--- src/logic/cpu_cfg.svh ---
`ifndef CPU_CFG_SVH
`define CPU_CFG_SVH

// datapath width
// shared by registers, bus, ALU and ports
`define CPU_DATA_W 32

// RAM address width
// 256 words behind MAR
`define CPU_MEM_AW 8

// immediate field C
// sign-extended up to the data width
`define CPU_IMM_W 19

// top of the opcode field
`define CPU_OP_MSB 31

`endif

--- src/logic/ioPorts.sv ---
`include "cpu_cfg.svh"

module ioPorts (
    input  logic                   clock,
    input  logic                   rstN,
    input  logic [`CPU_DATA_W-1:0] inData,
    input  logic                   inStrobe,
    input  logic [`CPU_DATA_W-1:0] bus,
    input  logic                   outIn,
    output logic [`CPU_DATA_W-1:0] inPortData,
    output logic [`CPU_DATA_W-1:0] outData,
    output logic                   outStrobe
);

    always_ff @(posedge clock) begin
        if (!rstN) begin
            inPortData <= '0;
            outData    <= '0;
            outStrobe  <= 1'b0;
        end else begin
            // device side latch
            if (inStrobe) begin
                inPortData <= inData;
            end
            if (outIn) begin
                outData <= bus;
            end
            // marks the cycle after outData changes
            outStrobe <= outIn;
        end
    end

endmodule

--- config.mk ---
export PLATFORM = sky130hd
export DESIGN_NAME = ioPorts
export DESIGN_NICKNAME = d
export VERILOG_FILES = /design/src/logic/ioPorts.sv
export VERILOG_INCLUDE_DIRS = /design/src /design/src/logic
export SDC_FILE = /design/constraint.sdc
export NUM_CORES = 1
export LEC_CHECK = 0
export BUFFER_PORTS_ARGS = -buffer_cell sky130_fd_sc_hd__buf_2
export CORE_MARGIN = 1
export CORE_UTILIZATION = 40
export CTS_BUF_LIST = sky130_fd_sc_hd__clkbuf_2 sky130_fd_sc_hd__clkbuf_4 sky130_fd_sc_hd__clkbuf_8
export CTS_CLUSTER_DIAMETER = 40
export DETAILED_ROUTE_END_ITERATION = 10
export GPL_ROUTABILITY_DRIVEN = 1
export PLACE_DENSITY = 0.77
export SETUP_SLACK_MARGIN = 0.15
export SKIP_LAST_GASP = 1
export SYNTH_ARGS = -nofsm -noshare
export SYNTH_HDL_FRONTEND = slang
export SYNTH_SLANG_ARGS = --single-unit
export TNS_END_PERCENT = 10
--- constraint.sdc ---
create_clock -name clock -period 1.25 [get_ports clock]
set_clock_uncertainty 0.2 [all_clocks]
set_input_delay 0.125 -clock clock [delete_from_list [all_inputs] [get_ports clock]]
set_output_delay 0.125 -clock clock [all_outputs]
set_load 0.02 [all_outputs]
* Yosys cells after proc, flatten, opt, wreduce, memory -nomap -nowiden *
Cells that the tools add are included.

storage, ports and cells
  bits in registers = 65
  bits of input ports = 68
  output and inout port bits = 65
  word-level logic and storage cells = 3

* Longest topological paths before layout *
  depth in word-level cells = 0
  mapped depth = 4
  depth with buffers taken out = 2

* Worst setup path after synthesis *
No wires, ideal clock.

  path type = input -> register
  start point = input outIn
  end point = register outData[10]
  library setup time = 116 ps
  arrival time = 606 ps
  slack = 328 ps
  stages on the path = 4
  cells stage by stage = buf_6 -> buf_12 -> mux2i_1 -> nor2b_1

RTL lines
  element               RTL line       source
  from (decl)           ioPorts.sv:9   input logic outIn,
  to (signal assigned)  ioPorts.sv:26  outData <= bus;
  to (decl)             ioPorts.sv:11  output logic [`CPU_DATA_W-1:0] outData,

* Final worst setup path *
  start point = register outData[18]
  end point = output outData[18]

No word-level cell between the ends.

==> results summary <==
The portion of total power attributed to the clock network came out at 35.6%. The count of buffers inserted at the top-level ports came out at 132. The initial DRC count is 38. The relative max-transition margin is 41.9%. The total area of sequential cells came out at 1380 um2. From synthesis to final layout, the design area changed by 80.3%. The total count of max-transition violations in the final report came out at 0. The post-detailed-route wirelength per cell is 14.9 um. In this run the critical register-to-register path is launched from inPortData[25]$_SDFFE_PN0P_. The switching share of power is 24.8%. Of the post-synthesis cell area, the dominant cell type holds 51.9%. The number of global-route vias before repair came out at 2206.

The clock tree buffer depth came out at 2. The power per cell area came out at 1150 nW/um2. The placement row count came out at 28. The total congestion overflow is 0. The count of different cell masters after synthesis is 9.

Per report_power, the sequential group accounts for 44.6% of the total. The floorplan core area came out at 5990 um2. The area of the mapped netlist came out at 2510 um2. The die area is 6590 um2.

The number of placed I/O pins came out at 133. For this run, the leading register cell type out of synthesis is sky130_fd_sc_hd__dfxtp_1. The largest delay contributor family on the critical path is flip-flops. The clock latency on the worst-skew pair came out at 320 ps.

The maximum VDD drop came out at 0.724 mV. The min-delay analysis places its worst path in the category input port to register. The number of iterations in the first detailed-routing pass came out at 4.

In this design, the stage delay of the slowest critical-path cell is 350 ps. The cell type contributing the most total cell area after synthesis is sky130_fd_sc_hd__dfxtp_1. The CTS H-tree depth came out at 3.

The cell with the most instances after synthesis is sky130_fd_sc_hd__dfxtp_1. The source of the critical timing path is outData[18]$_SDFFE_PN0P_. The total power consumption of the routed design is 5.19 mW. The horizontal die dimension came out at 81.2 um.

After clock tree synthesis, the clock-pin slew on the worst setup and hold paths is 70 ps. Measured along the y axis, the die boundary spans 81.2 um. The area used by multi-input combinational logic came out at 1050 um2. The count of yosys warnings during synthesis is 0. The HPWL after detailed placement is 3.33 mm. After filler insertion, the fill cell instance count of the layout stands at 386. The vias after detailed routing came out at 2200. Of all nets on the critical path, the largest fanout is 2. The number of nets in the layout is 476. The flow ran to the end, and the final reports show no timing, DRC or antenna violations.

The setup path with the least slack is of type register to output pin. The type of element capturing the critical path is an output pin. The sum of routed wire length over all layers came out at 7.25 mm. The total count of hold-check failures in the final report came to 0. The switching power of the nets came out at 1.29 mW. The DRC violation count after routing came out at 0.

The final critical path takes up 89.6% of the cycle. The share of synthesized registers carrying an async set or reset is 0%. For the pin with the worst max-slew slack, the measured transition is 872 ps.

The number of routed nets with antenna violations came out at 0. The final critical path time including I/O delays and setup is 1120 ps. The critical path goes through buf_6. Yosys attributes the largest share of cell area to sky130_fd_sc_hd__dfxtp_1 (52%), sky130_fd_sc_hd__mux2i_1 (26%), sky130_fd_sc_hd__nor2b_1 (16%), sky130_fd_sc_hd__buf_12 (2.4%), sky130_fd_sc_hd__buf_8 (1.8%). The tree is rooted in a sky130_fd_sc_hd__clkbuf_8.

The count of final setup violators came out at 0. The combinational power share is 19.8%. The worst hold margin came out at 10.7 ps. The synthesized area per cell came out at 12.0 um2. The number of antenna violations at the first check in global routing is 0. The register-to-register setup slack came out at 220 ps. The total of max-cap violations is 0. The data arrival time at the worst-slack endpoint came out at 790 ps. The worst hold path begins at outIn. The critical path launch point type is a register. The global-route wire length before repair came out at 10.5 mm. The number of diodes added for antenna fixing is 0. The number of buffers inserted during clock tree synthesis came out at 9.

For the worst setup path, the data required time is 930 ps. The number of nets produced by synthesis came out at 277. Clock tree synthesis found a total of 65 sinks. Together, buffers and inverters on the worst path number 1.

The slowest stage of the critical path is the sky130_fd_sc_hd__dfxtp_2 cell. The post-synthesis instance total came out at 209. The pin count of the biggest net entering global routing is 66.

The combined global-route utilization of all metal layers is 22.0%. Once the floorplan was initialized, standard cells occupied 41.8% of the core. The share of final-layout standard cells stronger than drive strength 1 came out at 52.8%.

By count the netlist is led by sky130_fd_sc_hd__dfxtp_1 (65), sky130_fd_sc_hd__mux2i_1 (64), sky130_fd_sc_hd__nor2b_1 (64). The final estimated routing congestion in global placement came out at 0.691. The maximum clock frequency came out at 0.893 GHz. The post-synthesis sequential area ratio is 51.9%. Counting flops with a built-in enable in the synthesized netlist gives 0. The via density per instance came out at 4.51.

TritonCTS built the clock tree. Setup repair after global routing could not meet its margin everywhere. The static leakage power is 2.13 nW.

Internal power comes to 3.90 mW. After synthesis the netlist holds a flip-flop and latch count of 65.
## worst paths after layout
check,endpoint,cells past startpoint
hold / removal,outData[31]$_SDFFE_PN0P_,3
hold reg to reg,outData[0]$_SDFFE_PN0P_,2
setup reg to reg,inPortData[25]$_SDFFE_PN0P_,3
setup / recovery,outData[18],1
## through the flow
| step | worst slack (ps) | utilization (%) | TNS (ps) | area, um2 | std cells |
|---|---|---|---|---|---|
| floorplan | 328 | - | 0 | 2510 | 209 |
| global placement | -21.7 | 52.6 | -645 | 3150 | 404 |
| detailed placement | -78.1 | 52.6 | -2770 | 3150 | 404 |
| CTS | 121 | 74.8 | 0 | 4480 | 486 |
| global route | 93.1 | 75.4 | 0 | 4520 | 488 |
| finish | 131 | 75.4 | 0 | 4520 | 488 |
## flip-flops by register name, summed over array words and instances, names as in the netlist
register	flops
inPortData	32
outData	32
outStrobe	1
## power groups by stage
stage | Clock, mW | Sequential (mW) | Combinational, mW
after floorplan | 0 | 2.45 | 0.304
after global placement | 0 | 2.29 | 0.682
after detailed placement | 0 | 2.30 | 0.694
after CTS | 1.90 | 2.30 | 0.987
after global routing | 2.00 | 2.32 | 1.09
final | 1.85 | 2.31 | 1.03
## cell type report
type,count,area share (%)
Clock buffer,12,3.66
Tap cell,75,2.08
Clock inverter,4,1.11
Timing Repair Buffer,203,39.4
Sequential cell,65,30.6
Multi-Input combinational cell,129,23.2
## cells by family (layout without fill, tap and decap cells)
kind of cell           count (synthesis)  after routing  share of synthesized area (%)
buffers and inverters                 15            219                           6.29
flip-flops                            65             65                           51.9
multiplexers                          64             64                           25.6
AND/OR/NAND/NOR                       65             65                           16.2
## cells in the final DEF, fill, tap and decap left out
| master | instances |
|---|---|
| sky130_fd_sc_hd__clkinvlp_4 | 2 |
| sky130_fd_sc_hd__and2_1 | 1 |
| sky130_fd_sc_hd__dlygate4sd3_1 | 65 |
| sky130_fd_sc_hd__buf_2 | 67 |
| sky130_fd_sc_hd__bufinv_16 | 1 |
| sky130_fd_sc_hd__dfxtp_2 | 64 |
| sky130_fd_sc_hd__buf_4 | 6 |
| sky130_fd_sc_hd__mux2i_1 | 64 |
| sky130_fd_sc_hd__clkbuf_8 | 12 |
| sky130_fd_sc_hd__buf_12 | 2 |
| sky130_fd_sc_hd__buf_6 | 63 |
| sky130_fd_sc_hd__clkinv_2 | 1 |
| sky130_fd_sc_hd__dfxtp_1 | 1 |
| sky130_fd_sc_hd__nor2b_1 | 64 |
## layer usage
| layer | global-route usage [%] | share of wire (%) | wire (um) |
|---|---|---|---|
| met3 | 4.83 | 4.7 | 344 |
| met5 | 0 | 0 | 0 |
| met2 | 43.6 | 56 | 4090 |
| met4 | 12.0 | 2.4 | 172 |
| met1 | 20.5 | 36 | 2640 |
## what timing repair did
item,CTS,global route
buffers inserted,2,1
hold buffers,64,1
hold endpoints to repair,65,1
resized for setup,183,9
pin swaps,0,0
setup endpoints to repair,65,66
No activity file was read; power rests on OpenSTA's default activity.
