File: src/logic/cpu_cfg.svh
`ifndef CPU_CFG_SVH
`define CPU_CFG_SVH

// datapath width
// shared by registers, bus, ALU and ports
`define CPU_DATA_W 32

// RAM address width
// 256 words behind MAR
`define CPU_MEM_AW 8

// immediate field C
// sign-extended up to the data width
`define CPU_IMM_W 19

// top of the opcode field
`define CPU_OP_MSB 31

`endif

File: src/logic/isaPkg.sv
package isaPkg;

    // instruction word layout
    //   opcode  bits 31..27
    //   ra      bits 26..23
    //   rb      bits 22..19
    //   rc      bits 18..15
    //   C       bits 18..0, sign-extended

    // 5-bit major opcodes
    typedef enum logic [4:0] {
        opLd   = 5'b00000,
        opSt   = 5'b00010,
        opAdd  = 5'b00011,
        opSub  = 5'b00100,
        opAnd  = 5'b01010,
        opOr   = 5'b01011,
        opAddi = 5'b01100,
        opNeg  = 5'b10000,
        opBrzr = 5'b10010,
        opBrnz = 5'b10011,
        opIn   = 5'b10110,
        opOut  = 5'b10111,
        opHalt = 5'b11011
    } opcodeT;

    // ALU functions, operand A is Y and operand B is the bus
    typedef enum logic [2:0] {
        aluAdd = 3'd0,
        aluSub = 3'd1,
        aluAnd = 3'd2,
        aluOr  = 3'd3,
        aluNeg = 3'd4
    } aluOpT;

endpackage

File: src/logic/aluUnit.sv
`include "cpu_cfg.svh"

module aluUnit (
    input  logic                   clock,
    input  logic                   rstN,
    input  logic [`CPU_DATA_W-1:0] bus,
    input  logic                   yIn,
    input  logic                   zIn,
    input  isaPkg::aluOpT          aluOp,
    output logic [`CPU_DATA_W-1:0] zData
);

    logic [`CPU_DATA_W-1:0] y;
    logic [`CPU_DATA_W-1:0] result;

    // operand A holder
    always_ff @(posedge clock) begin
        if (!rstN) begin
            y <= '0;
        end else if (yIn) begin
            y <= bus;
        end
    end

    // A is Y, B is the bus
    always_comb begin
        case (aluOp)
            isaPkg::aluAdd: result = y + bus;
            isaPkg::aluSub: result = y - bus;
            isaPkg::aluAnd: result = y & bus;
            isaPkg::aluOr:  result = y | bus;
            // two's complement of B alone
            isaPkg::aluNeg: result = ~bus + 1'b1;
            default:        result = '0;
        endcase
    end

    // result register
    always_ff @(posedge clock) begin
        if (!rstN) begin
            zData <= '0;
        end else if (zIn) begin
            zData <= result;
        end
    end

endmodule

File: config.mk
export PLATFORM = sky130hd
export DESIGN_NAME = aluUnit
export DESIGN_NICKNAME = d
export VERILOG_FILES = /design/src/logic/isaPkg.sv /design/src/logic/aluUnit.sv
export VERILOG_INCLUDE_DIRS = /design/src /design/src/logic
export SDC_FILE = /design/constraint.sdc
export NUM_CORES = 1
export LEC_CHECK = 0
export BUFFER_PORTS_ARGS = -buffer_cell sky130_fd_sc_hd__buf_2
export CAP_MARGIN = 20
export CORE_UTILIZATION = 46
export CTS_CLUSTER_DIAMETER = 150
export DETAILED_ROUTE_END_ITERATION = 7
export PLACE_DENSITY = 0.64
export SETUP_SLACK_MARGIN = 0.4
export SLEW_MARGIN = 20
export SYNTH_ARGS = -nofsm -noshare
export SYNTH_HDL_FRONTEND = slang
export SYNTH_SLANG_ARGS = --single-unit
File: constraint.sdc
create_clock -name clock -period 4.71 [get_ports clock]
set_input_delay 0.471 -clock clock [delete_from_list [all_inputs] [get_ports clock]]
set_output_delay 0.471 -clock clock [all_outputs]
set_load 0.01 [all_outputs]
Word level (Yosys, flattened, before mapping)

Index checks and enable logic that the tools add are counted.

Logic and storage cells: 14
Bits in registers: 64
Output and inout port bits: 32
Input bits: 39

Muxes and demuxes: 1
$add $sub $neg: 3
Eq/ne operators: 4
Bitwise logic cells: 3
Reduce and logical (&&, ||, !) cells: 1

Operators with widths:

| cell                                                             | count |
|---|---|
| 32-bit case mux with 5 select lines                              | 1 |
| 32-bit by 1-bit adder with 32-bit output (second input constant) | 1 |
| 32-bit adder                                                     | 1 |
| 32-bit AND                                                       | 1 |
| 32-bit inverter                                                  | 1 |
| 32-bit OR                                                        | 1 |
| 32-bit subtractor                                                | 1 |
| 3-bit by 2-bit == test with 1-bit output (second input constant) | 2 |
| 3-bit by 1-bit == test with 1-bit output (second input constant) | 1 |
| 3-bit == test (second input constant)                            | 1 |
| 3-bit logical NOT                                                | 1 |

Logic depth before layout (Yosys ltp)

Depth after elaboration: 3
Gate-level depth with buffers: 19
Mapped depth without buffers: 19

Worst setup path before layout

No wires, ideal clock.

Path type: input to register
Start point: input bus[3]
End point: register zData[31]
Buffers on the path: 2
Data arrival time: 4.198 ns
Stages on the path: 19
Library setup time: 0.124 ns
Slack: 0.388 ns
Required time: 4.586 ns
Cell sequence: buf_2 -> nor2_1 -> nand3b_2 -> or3b_4 -> or2_2 -> or4_1 -> nand2_1 -> xor2_1 -> ha_1 -> clkbuf_1 -> a21oi_1 -> o21bai_1 -> o221a_2 -> a211oi_1 -> a2bb2oi_1 -> a21oi_1 -> o41ai_1 -> xnor2_1 -> o22ai_1

Cells in the longest elaborated chain, start to end: 3
Elaborated cells on any way between the ends: 5
Classes of those cells: 3 x add/sub; 1 x mux; 1 x bitwise

RTL lines:

| what                                     | line          | source |
|---|---|---|
| start, declared                          | aluUnit.sv:6  | `` input logic [`CPU_DATA_W-1:0] bus, `` |
| 32-bit inverter                          | aluUnit.sv:33 | `isaPkg::aluNeg: result = ~bus + 1'b1;` |
| 32-bit by 1-bit adder with 32-bit output | aluUnit.sv:33 |  |
| 32-bit case mux with 5 select lines *    | aluUnit.sv:27 | `case (aluOp)` |
| end signal, assigned                     | aluUnit.sv:43 | `zData <= result;` |
| end, declared                            | aluUnit.sv:10 | `` output logic [`CPU_DATA_W-1:0] zData `` |

Every way passes the cells marked *; elsewhere a longest branch is shown, timed or not.
A chain may end at the register's enable or synchronous reset.

Worst setup path after layout

Start point: input bus[0]
End point: register zData[31]

The elaborated chain is that of the path after synthesis.

==> flow_metrics.env <==
export IMPL_status="finished clean"
export IMPL_crit_path_start="bus[0]"
export IMPL_drv_slew=0
export IMPL_postCtsHoldBufs=0
export IMPL_ys_seq_area_frac=0.211
export IMPL_fin_hold_ws_ps=475
export IMPL_r2r_end="zData[23]"
export IMPL_whs_path_depth=3
export IMPL_gr_total_overflow=0
export IMPL_tritoncts="done"
export IMPL_min_period_ps=4160
export IMPL_grt_pass1_wl_mm=27.2
export IMPL_cts_clk_slew_worst_paths_ps=60
export IMPL_fmax_mhz=240
export IMPL_worstMarginPinSlew_ps=1120
export IMPL_hold_violations=0
export IMPL_vdd_drop_max_v=0.000141
export IMPL_power_density_nw_per_um2=289
export IMPL_numCtsBuffers=9
export IMPL_drc=0
export IMPL_coreArea_um2=12700
export IMPL_cellLeakagePower_uw=0.00292
export IMPL_synth_cell_types=77
export IMPL_syn_avg_cell_area_um2=8.03
export IMPL_postRouteAntennaNets=0
export IMPL_hpwl_mm=12.2
export IMPL_drive_above_1_share=0.170
export IMPL_finalClockSkew_ps=9.00
export IMPL_cts_sinks=64
export IMPL_finalPower_uw=1970
export IMPL_syn_instance_count=755
export IMPL_crit_arrival_ps=4390
export IMPL_die_w_um=117
export IMPL_synth_seq_cells=64
export IMPL_finalCritPeriodShare=0.883
export IMPL_worst_hold_startpoint="bus[21]"
export IMPL_placed_cells=957
export IMPL_syn_nets=829
export IMPL_async_flop_share=0
export IMPL_timing_rr_start="y[0]"
export IMPL_place_congestion=1.02
export IMPL_hp_class="input port to flop"
export IMPL_vias=5686
export IMPL_start_util=0.477
export IMPL_ys_flop_type="dfxtp_1"
export IMPL_syn_to_final_growth_pct=12.5
export IMPL_htreeDepth=3
export IMPL_cts_setup_buffers=0
export IMPL_io_buffers=70
export IMPL_slew_headroom=0.248
export IMPL_netlist_area_um2=6060
export IMPL_post_drt_wl_per_cell_um=17.7
export IMPL_wl_mm=17.2
export IMPL_ff2ff_path_depth=11
export IMPL_whs_endpoint="y[21]"
export IMPL_tns_ps=0
export IMPL_setup_viol=0
export IMPL_ios=71
export IMPL_grt_max_degree=42
export IMPL_required_ps=4940
export IMPL_cts_buffer_depth=2
export IMPL_grt_pass1_vias=5447
export IMPL_nets=870
export IMPL_cts_resized=0
export IMPL_critical_path_class="input port to flop"
export IMPL_via_per_inst=5.84
export IMPL_instances_no_fill=973
export IMPL_reg2reg_slack_ps=1720
export IMPL_cp_max_fo=6
export IMPL_design_die_area_um2=13600
export IMPL_grt_total_usage=0.260
export IMPL_antennaDiodeCount=0
export IMPL_finish_utilization=0.536
export IMPL_crit_path_start_kind="input port"
export IMPL_synth_edff_count=0
export IMPL_die_y_um=117
export IMPL_ys_warn_count=0
export IMPL_first_pass_iters=5
export IMPL_antenna_found_initial=0
export IMPL_clk_latency_ps=350
export IMPL_cts_root_buffer="clkbuf_16"
export IMPL_dr_first_iter_drc_count=423
export IMPL_cp_end_kind="flop"
export IMPL_maxCapViolations=0
export IMPL_grt_setup_unrepaired="no"
export IMPL_rows=41
==> flip-flops by register name, indices dropped and copies added (netlist names) <==
name and cells:
y 32, zData 32
==> synth_stat cells, types with 7 or more instances <==
library cell	instances	area (um^2)
a221oi_1	15	131
nand3_1	14	70.1
a21o_1	9	67.6
nand2_1	54	203
dfxtp_1	64	1280
xor2_1	28	245
nor2_1	54	203
clkbuf_8	7	96.3
xnor2_1	56	490
clkbuf_1	33	124
ha_1	34	425
a31oi_1	17	106
a21oi_1	50	250
nor3_1	11	55.1
mux2i_1	36	360
nand2b_1	8	50.1
inv_1	16	60.1
nor2b_1	55	344
maj3_1	19	190
o21ai_0	62	310
==> logic make-up after synthesis <==
| logic type | after synthesis | synth area share |
|---|---|---|
| simple gates | 235 | 0.207 |
| buf+inv | 74 | 0.0739 |
| flops | 64 | 0.211 |
| fa+ha+maj | 54 | 0.105 |
| xor+xnor | 85 | 0.124 |
| mux | 36 | 0.0594 |
| compound gates | 207 | 0.219 |
==> metrics by stage <==
| step | setup slack (ps) | area (um^2) |
|---|---|---|
| 2_1_floorplan | 460 | 6070 |
| 6_report | 550 | 6820 |
| 3_5_place_dp | 101 | 6390 |
| 4_1_cts | 458 | 6740 |
| 3_3_place_gp | 267 | 6390 |
| 5_1_grt | 347 | 6820 |
==> critical path: stages <==
cell	delay (ps)
buf_2	150
inv_1	140
ha_4	170
nand3b_4	100
or3b_4	450
or2_2	320
or4_4	440
nand2_1	100
xor2_1	150
ha_1	260
a21oi_1	180
o21bai_1	90
o221a_2	250
a211oi_2	220
a2bb2oi_2	250
a21oi_1	110
o41ai_2	310
xnor2_1	150
o22ai_1	100
==> cell type report <==
type	count	area (um^2)
fillers	1251	5900
multi-input cells	617	4420
flip-flops and latches	64	1280
repair buffers	88	485
clock buffers	11	253
well taps	172	215
clock inverters	5	103
inverters	16	60.1
==> worst max-delay path by stage <==
stage                end  slack [ps]
4_1_cts        zData[29]         460
6_report       zData[31]         550
2_1_floorplan  zData[31]         460
3_5_place_dp   zData[29]         100
3_3_place_gp   zData[31]         270
5_1_grt        zData[31]         350
==> per-layer routing <==
layer / vias up / wire length, um / global-route usage / share of wire
li1: 2767 / - / - / -
met4: 0 / 395 / 0.108 / 0.023
met1: 2716 / 8250 / 0.351 / 0.48
met3: 38 / 833 / 0.0499 / 0.048
met2: 165 / 7720 / 0.406 / 0.45
met5: - / 0 / 0 / 0
==> cells in the final DEF (no fill, tap or decap), drive strengths merged, types with 2 or more instances in the layout <==
cell     netlist  final
a211o          2      2
a211oi         2      2
a21o           9      9
a21oi         50     50
a221oi        16     16
a22o           2      2
a31oi         17     17
and2           6      6
and2b          2      2
and3           4      4
buf           15     88
bufinv         0      3
clkbuf        41     11
dfxtp         64     64
ha            34     34
inv           16     16
maj3          19     19
mux2i         36     36
nand2         54     54
nand2b         8      8
nand3         14     14
nand4b         2      2
nor2          55     55
nor2b         55     55
nor3          12     12
nor3b          2      2
nor4           7      7
o211a          5      5
o211ai         4      4
o21a           5      5
o21ai         62     62
o21bai         4      4
o221ai         4      4
o22ai          2      2
o2bb2ai        2      2
o31ai          7      7
or3            6      6
or4            3      3
xnor2         57     57
xor2          28     28
==> power by group <==
| group | total [uW] | leakage (uW) | internal [uW] | switching (uW) |
|---|---|---|---|---|
| logic | 575 | 0.00222 | 243 | 332 |
| clock network | 802 | 0.000172 | 544 | 258 |
| registers | 595 | 0.000526 | 573 | 23.0 |
Power figures use the tool's default switching activity.
