--- config.mk ---
export PLATFORM = sky130hd
export DESIGN_NAME = controlUnit
export DESIGN_NICKNAME = d
export VERILOG_FILES = /design/src/logic/isaPkg.sv /design/src/logic/ctrlPkg.sv /design/src/logic/controlUnit.sv
export VERILOG_INCLUDE_DIRS = /design/src /design/src/logic
export SDC_FILE = /design/constraint.sdc
export NUM_CORES = 1
export LEC_CHECK = 0
export BUFFER_PORTS_ARGS = -buffer_cell sky130_fd_sc_hd__buf_2
export CELL_PAD_IN_SITES_DETAIL_PLACEMENT = 1
export CELL_PAD_IN_SITES_GLOBAL_PLACEMENT = 1
export CORE_MARGIN = 2
export CORE_UTILIZATION = 26
export CTS_BUF_LIST = sky130_fd_sc_hd__clkbuf_8 sky130_fd_sc_hd__clkbuf_16
export DETAILED_ROUTE_END_ITERATION = 12
export MAX_ROUTING_LAYER = met4
export PLACE_DENSITY_LB_ADDON = 0.1
export SETUP_SLACK_MARGIN = 0.02
export SLEW_MARGIN = 20
export SYNTH_ARGS = -nofsm -noshare
export SYNTH_HDL_FRONTEND = slang
export SYNTH_SLANG_ARGS = --single-unit
--- constraint.sdc ---
create_clock -name clock -period 1.7 [get_ports clock]
set_input_delay 0.085 -clock clock [delete_from_list [all_inputs] [get_ports clock]]
set_output_delay 0.085 -clock clock [all_outputs]
set_load 0.02 [all_outputs]
--- src/logic/cpu_cfg.svh ---
`ifndef CPU_CFG_SVH
`define CPU_CFG_SVH

// datapath width
// shared by registers, bus, ALU and ports
`define CPU_DATA_W 32

// RAM address width
// 256 words behind MAR
`define CPU_MEM_AW 8

// immediate field C
// sign-extended up to the data width
`define CPU_IMM_W 19

// top of the opcode field
`define CPU_OP_MSB 31

`endif

--- src/logic/isaPkg.sv ---
package isaPkg;

    // instruction word layout
    //   opcode  bits 31..27
    //   ra      bits 26..23
    //   rb      bits 22..19
    //   rc      bits 18..15
    //   C       bits 18..0, sign-extended

    // 5-bit major opcodes
    typedef enum logic [4:0] {
        opLd   = 5'b00000,
        opSt   = 5'b00010,
        opAdd  = 5'b00011,
        opSub  = 5'b00100,
        opAnd  = 5'b01010,
        opOr   = 5'b01011,
        opAddi = 5'b01100,
        opNeg  = 5'b10000,
        opBrzr = 5'b10010,
        opBrnz = 5'b10011,
        opIn   = 5'b10110,
        opOut  = 5'b10111,
        opHalt = 5'b11011
    } opcodeT;

    // ALU functions, operand A is Y and operand B is the bus
    typedef enum logic [2:0] {
        aluAdd = 3'd0,
        aluSub = 3'd1,
        aluAnd = 3'd2,
        aluOr  = 3'd3,
        aluNeg = 3'd4
    } aluOpT;

endpackage

--- src/logic/ctrlPkg.sv ---
package ctrlPkg;

    // control sequencer states
    typedef enum logic [3:0] {
        sIdle   = 4'd0,
        sFetch0 = 4'd1,
        sFetch1 = 4'd2,
        sFetch2 = 4'd3,
        sExec1  = 4'd4,
        sExec2  = 4'd5,
        sExec3  = 4'd6,
        sExec4  = 4'd7,
        sHalt   = 4'd8
    } stateT;

    // who drives the shared bus this cycle
    typedef enum logic [2:0] {
        srcNone   = 3'd0,
        srcReg    = 3'd1,
        srcPc     = 3'd2,
        srcMdr    = 3'd3,
        srcZ      = 3'd4,
        srcInPort = 3'd5,
        srcImm    = 3'd6
    } busSrcT;

    // IR field that names the register
    typedef enum logic [1:0] {
        selRa = 2'd0,
        selRb = 2'd1,
        selRc = 2'd2
    } regSelT;

endpackage

--- src/logic/controlUnit.sv ---
`include "cpu_cfg.svh"

module controlUnit (
    input  logic                   clock,
    input  logic                   rstN,
    input  logic                   start,
    input  logic [`CPU_DATA_W-1:0] ir,
    input  logic                   condMet,
    output ctrlPkg::busSrcT        busSrc,
    output ctrlPkg::regSelT        regSel,
    output logic                   regIn,
    output logic                   baseZero,
    output logic                   pcIn,
    output logic                   pcInc,
    output logic                   pcClear,
    output logic                   irIn,
    output logic                   yIn,
    output logic                   zIn,
    output logic                   marIn,
    output logic                   mdrIn,
    output logic                   memRead,
    output logic                   memWrite,
    output logic                   outIn,
    output logic                   halted,
    output isaPkg::aluOpT          aluOp
);

    ctrlPkg::stateT state;
    ctrlPkg::stateT nextState;
    isaPkg::opcodeT opcode;
    isaPkg::aluOpT  aluFn;
    logic           isAluRr;
    logic           takeBranch;

    assign opcode = isaPkg::opcodeT'(ir[`CPU_OP_MSB -: 5]);
    assign halted = (state == ctrlPkg::sHalt);

    // register-register ALU group and its function
    always_comb begin
        isAluRr = 1'b1;
        case (opcode)
            isaPkg::opSub: aluFn = isaPkg::aluSub;
            isaPkg::opAnd: aluFn = isaPkg::aluAnd;
            isaPkg::opOr:  aluFn = isaPkg::aluOr;
            isaPkg::opAdd: aluFn = isaPkg::aluAdd;
            default: begin
                aluFn   = isaPkg::aluAdd;
                isAluRr = 1'b0;
            end
        endcase
    end

    always_ff @(posedge clock) begin
        if (!rstN) begin
            state      <= ctrlPkg::sIdle;
            takeBranch <= 1'b0;
        end else begin
            state <= nextState;
            // ra is on the bus in the first branch step
            if (state == ctrlPkg::sExec1) begin
                takeBranch <= (opcode == isaPkg::opBrzr) ? condMet : !condMet;
            end
        end
    end

    // strobes come from state and opcode only
    always_comb begin
        nextState = state;
        busSrc    = ctrlPkg::srcNone;
        regSel    = ctrlPkg::selRa;
        aluOp     = isaPkg::aluAdd;
        {regIn, baseZero, pcIn, pcInc, pcClear, irIn} = '0;
        {yIn, zIn, marIn, mdrIn, memRead, memWrite, outIn} = '0;
        case (state)
            ctrlPkg::sIdle: begin
                if (start) begin
                    pcClear   = 1'b1;
                    nextState = ctrlPkg::sFetch0;
                end
            end
            // MAR from PC, PC steps
            ctrlPkg::sFetch0: begin
                busSrc    = ctrlPkg::srcPc;
                marIn     = 1'b1;
                pcInc     = 1'b1;
                nextState = ctrlPkg::sFetch1;
            end
            ctrlPkg::sFetch1: begin
                memRead   = 1'b1;
                nextState = ctrlPkg::sFetch2;
            end
            ctrlPkg::sFetch2: begin
                busSrc    = ctrlPkg::srcMdr;
                irIn      = 1'b1;
                nextState = ctrlPkg::sExec1;
            end
            ctrlPkg::sExec1: begin
                nextState = ctrlPkg::sExec2;
                busSrc    = ctrlPkg::srcReg;
                case (opcode)
                    isaPkg::opAdd, isaPkg::opSub, isaPkg::opAnd,
                    isaPkg::opOr, isaPkg::opAddi: begin
                        regSel = ctrlPkg::selRb;
                        yIn    = 1'b1;
                    end
                    // neg skips Y and goes straight to writeback
                    isaPkg::opNeg: begin
                        regSel    = ctrlPkg::selRb;
                        aluOp     = isaPkg::aluNeg;
                        zIn       = 1'b1;
                        nextState = ctrlPkg::sExec3;
                    end
                    isaPkg::opLd: begin
                        regSel   = ctrlPkg::selRb;
                        baseZero = 1'b1;
                        yIn      = 1'b1;
                    end
                    // store data parked in MDR first
                    isaPkg::opSt: mdrIn = 1'b1;
                    isaPkg::opBrzr, isaPkg::opBrnz: ;
                    isaPkg::opIn: begin
                        busSrc    = ctrlPkg::srcInPort;
                        regIn     = 1'b1;
                        nextState = ctrlPkg::sFetch0;
                    end
                    isaPkg::opOut: begin
                        outIn     = 1'b1;
                        nextState = ctrlPkg::sFetch0;
                    end
                    isaPkg::opHalt: nextState = ctrlPkg::sHalt;
                    default: nextState = ctrlPkg::sFetch0;
                endcase
            end
            ctrlPkg::sExec2: begin
                nextState = ctrlPkg::sExec3;
                if (isAluRr) begin
                    busSrc = ctrlPkg::srcReg;
                    regSel = ctrlPkg::selRc;
                    aluOp  = aluFn;
                    zIn    = 1'b1;
                end else if (opcode == isaPkg::opAddi || opcode == isaPkg::opLd) begin
                    busSrc = ctrlPkg::srcImm;
                    zIn    = 1'b1;
                end else if (opcode == isaPkg::opSt) begin
                    busSrc   = ctrlPkg::srcReg;
                    regSel   = ctrlPkg::selRb;
                    baseZero = 1'b1;
                    yIn      = 1'b1;
                end else begin
                    // branch offset onto the PC when taken
                    busSrc    = ctrlPkg::srcImm;
                    pcIn      = takeBranch;
                    nextState = ctrlPkg::sFetch0;
                end
            end
            ctrlPkg::sExec3: begin
                nextState = ctrlPkg::sFetch0;
                if (opcode == isaPkg::opLd) begin
                    busSrc    = ctrlPkg::srcZ;
                    marIn     = 1'b1;
                    memRead   = 1'b1;
                    nextState = ctrlPkg::sExec4;
                end else if (opcode == isaPkg::opSt) begin
                    busSrc    = ctrlPkg::srcImm;
                    zIn       = 1'b1;
                    nextState = ctrlPkg::sExec4;
                end else begin
                    // ALU writeback into ra
                    busSrc = ctrlPkg::srcZ;
                    regIn  = 1'b1;
                end
            end
            ctrlPkg::sExec4: begin
                nextState = ctrlPkg::sFetch0;
                if (opcode == isaPkg::opLd) begin
                    busSrc = ctrlPkg::srcMdr;
                    regIn  = 1'b1;
                end else begin
                    busSrc   = ctrlPkg::srcZ;
                    marIn    = 1'b1;
                    memWrite = 1'b1;
                end
            end
            // sHalt holds until reset
            default: ;
        endcase
    end

endmodule

# After elaboration in Yosys (flattened, before gate mapping)
# Index checks and enable logic that the tools add are counted.
[totals] reg_bits=5 inputBits=36 output_inout_bits=22 word_cells=91
[classes] eq_ne=21 n_mux=58 reduce_logical=10
[op_table] cell="2-to-1 mux 3 bit" n=12
[op_table] cell="case mux 4 bit (8 select lines)" n=1
[op_table] cell="== test 5 bit (second input constant)" n=6
[op_table] cell="2-to-1 mux 1 bit" n=30
[op_table] cell="case mux 3 bit (6 select lines)" n=1
[op_table] cell="== test 4 x 3 -> 1 bit (second input constant)" n=4
[op_table] cell="== test 5 x 4 -> 1 bit (second input constant)" n=3
[op_table] cell="case mux 4 bit (3 select lines)" n=1
[op_table] cell="== test 5 x 2 -> 1 bit (second input constant)" n=2
[op_table] cell="case mux 1 bit (3 select lines)" n=3
[op_table] cell="OR reduction 9 bit" n=1
[op_table] cell="== test 4 x 2 -> 1 bit (second input constant)" n=2
[op_table] cell="nonzero test 8 bit" n=1
[op_table] cell="OR reduction 7 bit" n=1
[op_table] cell="2-to-1 mux 2 bit" n=3
[op_table] cell="case mux 1 bit (2 select lines)" n=3
[op_table] cell="case mux 2 bit (3 select lines)" n=1
[op_table] cell="case mux 3 bit (2 select lines)" n=1
[op_table] cell="OR reduction 6 bit" n=1
[op_table] cell="== test 5 x 3 -> 1 bit (second input constant)" n=1
[op_table] cell="zero test 5 bit" n=1
[op_table] cell="== test 4 x 1 -> 1 bit (second input constant)" n=1
[op_table] cell="== test 4 bit (second input constant)" n=1
[op_table] cell="zero test 4 bit" n=1
[op_table] cell="7 further kinds" n=7

# Depth between registers and ports, before layout
[logic_depth] word_depth=5 ltp_mapped=6 mapped_depth_nobuf=4

# Worst setup path after synthesis
# No wires, ideal clock.
[synth_path] path_type="reg2out" from="reg state[0]" to="out outIn" arrival_time_ns=1.641 required_time_ns=1.615 path_slack_ns=-0.026 path_stages_with_launch=5 path_buffers=1 cell_sequence="dfxtp_1 -> clkbuf_1 -> nor2b_1 -> nand3_1 -> nor4b_1"
[synth_between] elab_chain_len=2
[synth_rtl] element="start: declaration" line_no="controlUnit.sv:28" text="ctrlPkg::stateT state;"
[synth_rtl] element="start signal: assignment" line_no="controlUnit.sv:55" text="state <= ctrlPkg::sIdle;"
[synth_rtl] element="start signal: assignment" line_no="controlUnit.sv:58" text="state <= nextState;"
[synth_rtl] element="== test 4 x 3 -> 1 bit" line_no="controlUnit.sv:74" text="case (state)"
[synth_rtl] element="2-to-1 mux 1 bit" line_no="controlUnit.sv:74"
[synth_rtl] element="end: declaration" line_no="controlUnit.sv:23" text="output logic outIn,"
# No other way between the ends.

# Worst setup path in the final report
[layout_path] from="reg state[3]" to="out busSrc[2]"
[layout_between] elab_chain_len=2 elab_cells_between_ends=7 cone_classes="6 x eq/ne; 1 x mux"
[layout_rtl] element="== test 4 x 3 -> 1 bit, or another cell as far along" line_no="controlUnit.sv:74"
[layout_rtl] element="case mux 3 bit (6 select lines) (*)" line_no="controlUnit.sv:74"
[layout_rtl] element="end: declaration" line_no="controlUnit.sv:9" text="output ctrlPkg::busSrcT busSrc,"
# Mark *: on every way between the ends. The rest lies on a longest branch, timed or not.

==> results_dict.tcl <==
set metrics [dict create \
    status "finished clean" \
    cp-startpoint "state[3]$_SDFFE_PN0P_" \
    crit_buf_inv 1 \
    r2r_end "state[1]$_SDFFE_PN0P_" \
    synth_cells 128 \
    gr-total-overflow 0 \
    final_util 0.432 \
    yosysUniqueCellTypes 45 \
    synth_seq_area_share 0.123 \
    root_buffer "clkbuf_8" \
    p_per_area_nw_per_um2 495 \
    crit_path_end "busSrc[2]" \
    avgViaCountPerCell 5.26 \
    drcViolationCount 0 \
    grt_pass1_vias 1066 \
    critPathKind "flop to primary output" \
    pwr-share-comb 0.459 \
    synth_nets 164 \
    crit_chain "or4b_4 > o31ai_4 > a211o_1 > buf_6" \
    drv_slew 0 \
    cts_tree "built" \
    wl_per_cell_um 15.5 \
    p_seq_frac 0.216 \
    r2r_slack_ps 110 \
    num_rows 20 \
    placed_area_sq_um 1080 \
    cp-end-kind "primary output" \
    vias 1121 \
    p_sw_frac 0.362 \
    maxCapViolations 0 \
    cts.reportedPaths.clkPinSlew_ps 30 \
    ant_nets 0 \
    start_util 0.269 \
    setup_viol 0 \
    ys_warn_count 0 \
    hpwlAfterDp_um 2400 \
    cts-buffers-inserted 3 \
    finish.net_count 206 \
    synth_edf_count 0 \
    reg2regPathDepth 4 \
    min_period_over_period 0.995 \
    period_minus_slack_ps 1690 \
    finalHoldViolCount 0 \
    finalWirelength_um 3290 \
    leakagePower_uw 0.000565 \
    dr.first_iter.drc_count 13 \
    avgSynthCellArea_sq_um 6.36 \
    dr.pass1.iters 4 \
    place_congestion 0.798 \
    die_area_sq_um 3600 \
    fp.dieH_um 60.0 \
    power_uw 648 \
    grt_pass1_wl_um 4900 \
    cp_data_required_time_ps 1620 \
    internal-power_uw 413 \
    crit_fanout 4 \
    timing.rr.start "state[1]$_SDFFE_PN0P_" \
    final_cells 213 \
    clockPowerShare 0.325 \
    grt_use_total 0.179 \
    diodes 0 \
    cts_buffer_depth 2 \
    cp.arrival_ps 1610 \
    clk_latency_ps 220 \
    ys_ff_latch 5 \
    ctsHtreeMaxLevel 1 \
    area_growth_syn_to_layout_pct 60.7 \
    crit_slowest_cell "or4b_4" \
    switching_power_uw 235 \
    coreArea_sq_um 3030 \
    fmax_ghz 0.591 \
    tightest_slew_ps 414 \
    cp.depth 4 \
    stdcell_area_sq_um 1310 \
    portBuffers 30 \
    skew_ps 0.729 \
    antenna_found_initial 0 \
    synth-main-ff-cell "dfxtp_1" \
    irDropWorstVdd_uv 274 \
    cts_sinks 5 \
    hold_path_class "primary input to flop" \
    slew_headroom 0.717 \
    drive_above_1_share 0.432 \
    die_w_um 60.0 \
    slowest_delay_ps 590 \
    path_delay_family "simple AND/OR/NAND/NOR gates" \
    netlist_area_sq_um 815 \
    async_reset_ff_frac 0 \
    rsz0062_at_grt "true" \
    ios 58 \
    cts_hold_buf 0 \
    cp-start-kind "flop" \
    grt_max_degree 21 \
    dp.cells 204 \
]
## per-stage QoR
stage | hold WS, ps | setup WS (ps) | setup TNS (ps)
6_report | 108 | 8.80 | 0
5_1_grt | 114 | -49.1 | -132
4_1_cts | 99.6 | -18.1 | -18.1
3_5_place_dp | 321 | 55.6 | 0
3_3_place_gp | 321 | 74.3 | 0
2_1_floorplan | 203 | 91.9 | 0
## synth_stat cells (all sizes together), types with 3 or more instances
cell type  count  share of area
nor3           5          0.031
nor2          13          0.063
o21ai          5          0.031
o31ai          3          0.028
and3           5          0.038
dfxtp          5           0.12
inv            6          0.028
a21oi         11          0.068
nand2         11          0.051
o211ai         3          0.028
nor2b          4          0.031
buf            6          0.046
nand2b         3          0.023
clkbuf         9          0.043
nand3          6          0.037
## layer usage
layer / up-vias / part of all wire / GRT usage
met1: 543 / 0.47 / 0.238
met2: 23 / 0.50 / 0.306
met4: 0 / 0 / 0.00952
met5: - / 0 / -
li1: 555 / - / -
met3: 0 / 0.029 / 0.0195
## cell families after synthesis
kind of cell,share of synthesized area
compound gates,0.316
flops,0.123
buf+inv,0.117
simple gates,0.419
mux,0.0246
## what timing repair did
action,4_1_cts,5_1_grt
gates resized for setup,19,14
buffers inserted,1,3
setup endpoints to repair,12,12
pin swaps,4,6
gates cloned,0,1
## sequential cells by signal (all words and copies together) (netlist names)
name and cells:
state 4, takeBranch 1
## power groups by stage
stage	clock network, uW	logic, uW	registers, uW
3_5_place_dp	0	250	134
2_1_floorplan	0	161	132
6_report	211	297	140
3_3_place_gp	0	245	134
5_1_grt	223	319	141
4_1_cts	213	262	134
## worst min-delay path by stage
stage	start	to	slack (ps)	cells past startpoint
floorplan	rstN	state[3]$_SDFFE_PN0P_	200	1
finish	rstN	state[3]$_SDFFE_PN0P_	110	2
global route	rstN	state[3]$_SDFFE_PN0P_	110	2
global placement	rstN	state[3]$_SDFFE_PN0P_	320	2
CTS	rstN	state[3]$_SDFFE_PN0P_	100	2
detailed placement	rstN	state[3]$_SDFFE_PN0P_	320	2
## area by class of cell
class                      count  area [sq um]
timing repair buffer          52           374
clock inverter                 1          3.75
sequential                     5           110
tap                           44          55.1
clock buffer                   3          41.3
fill                         377          1720
multi-input combinational    102           702
inverter                       6          22.5
## layout by cell type, fill, tap and decap left out, drive strengths merged, types with 4 or more instances in the layout
cell type  synthesis  routed
inv                6       7
buf                6      51
nor3               5       5
nor2              13      13
a21oi             11      11
o21ai              5       5
clkbuf             9       4
nand3              6       6
nand2             11      11
dfxtp              5       5
nor2b              4       4
and3               5       5
No activity file was read; power rests on OpenSTA's default activity.
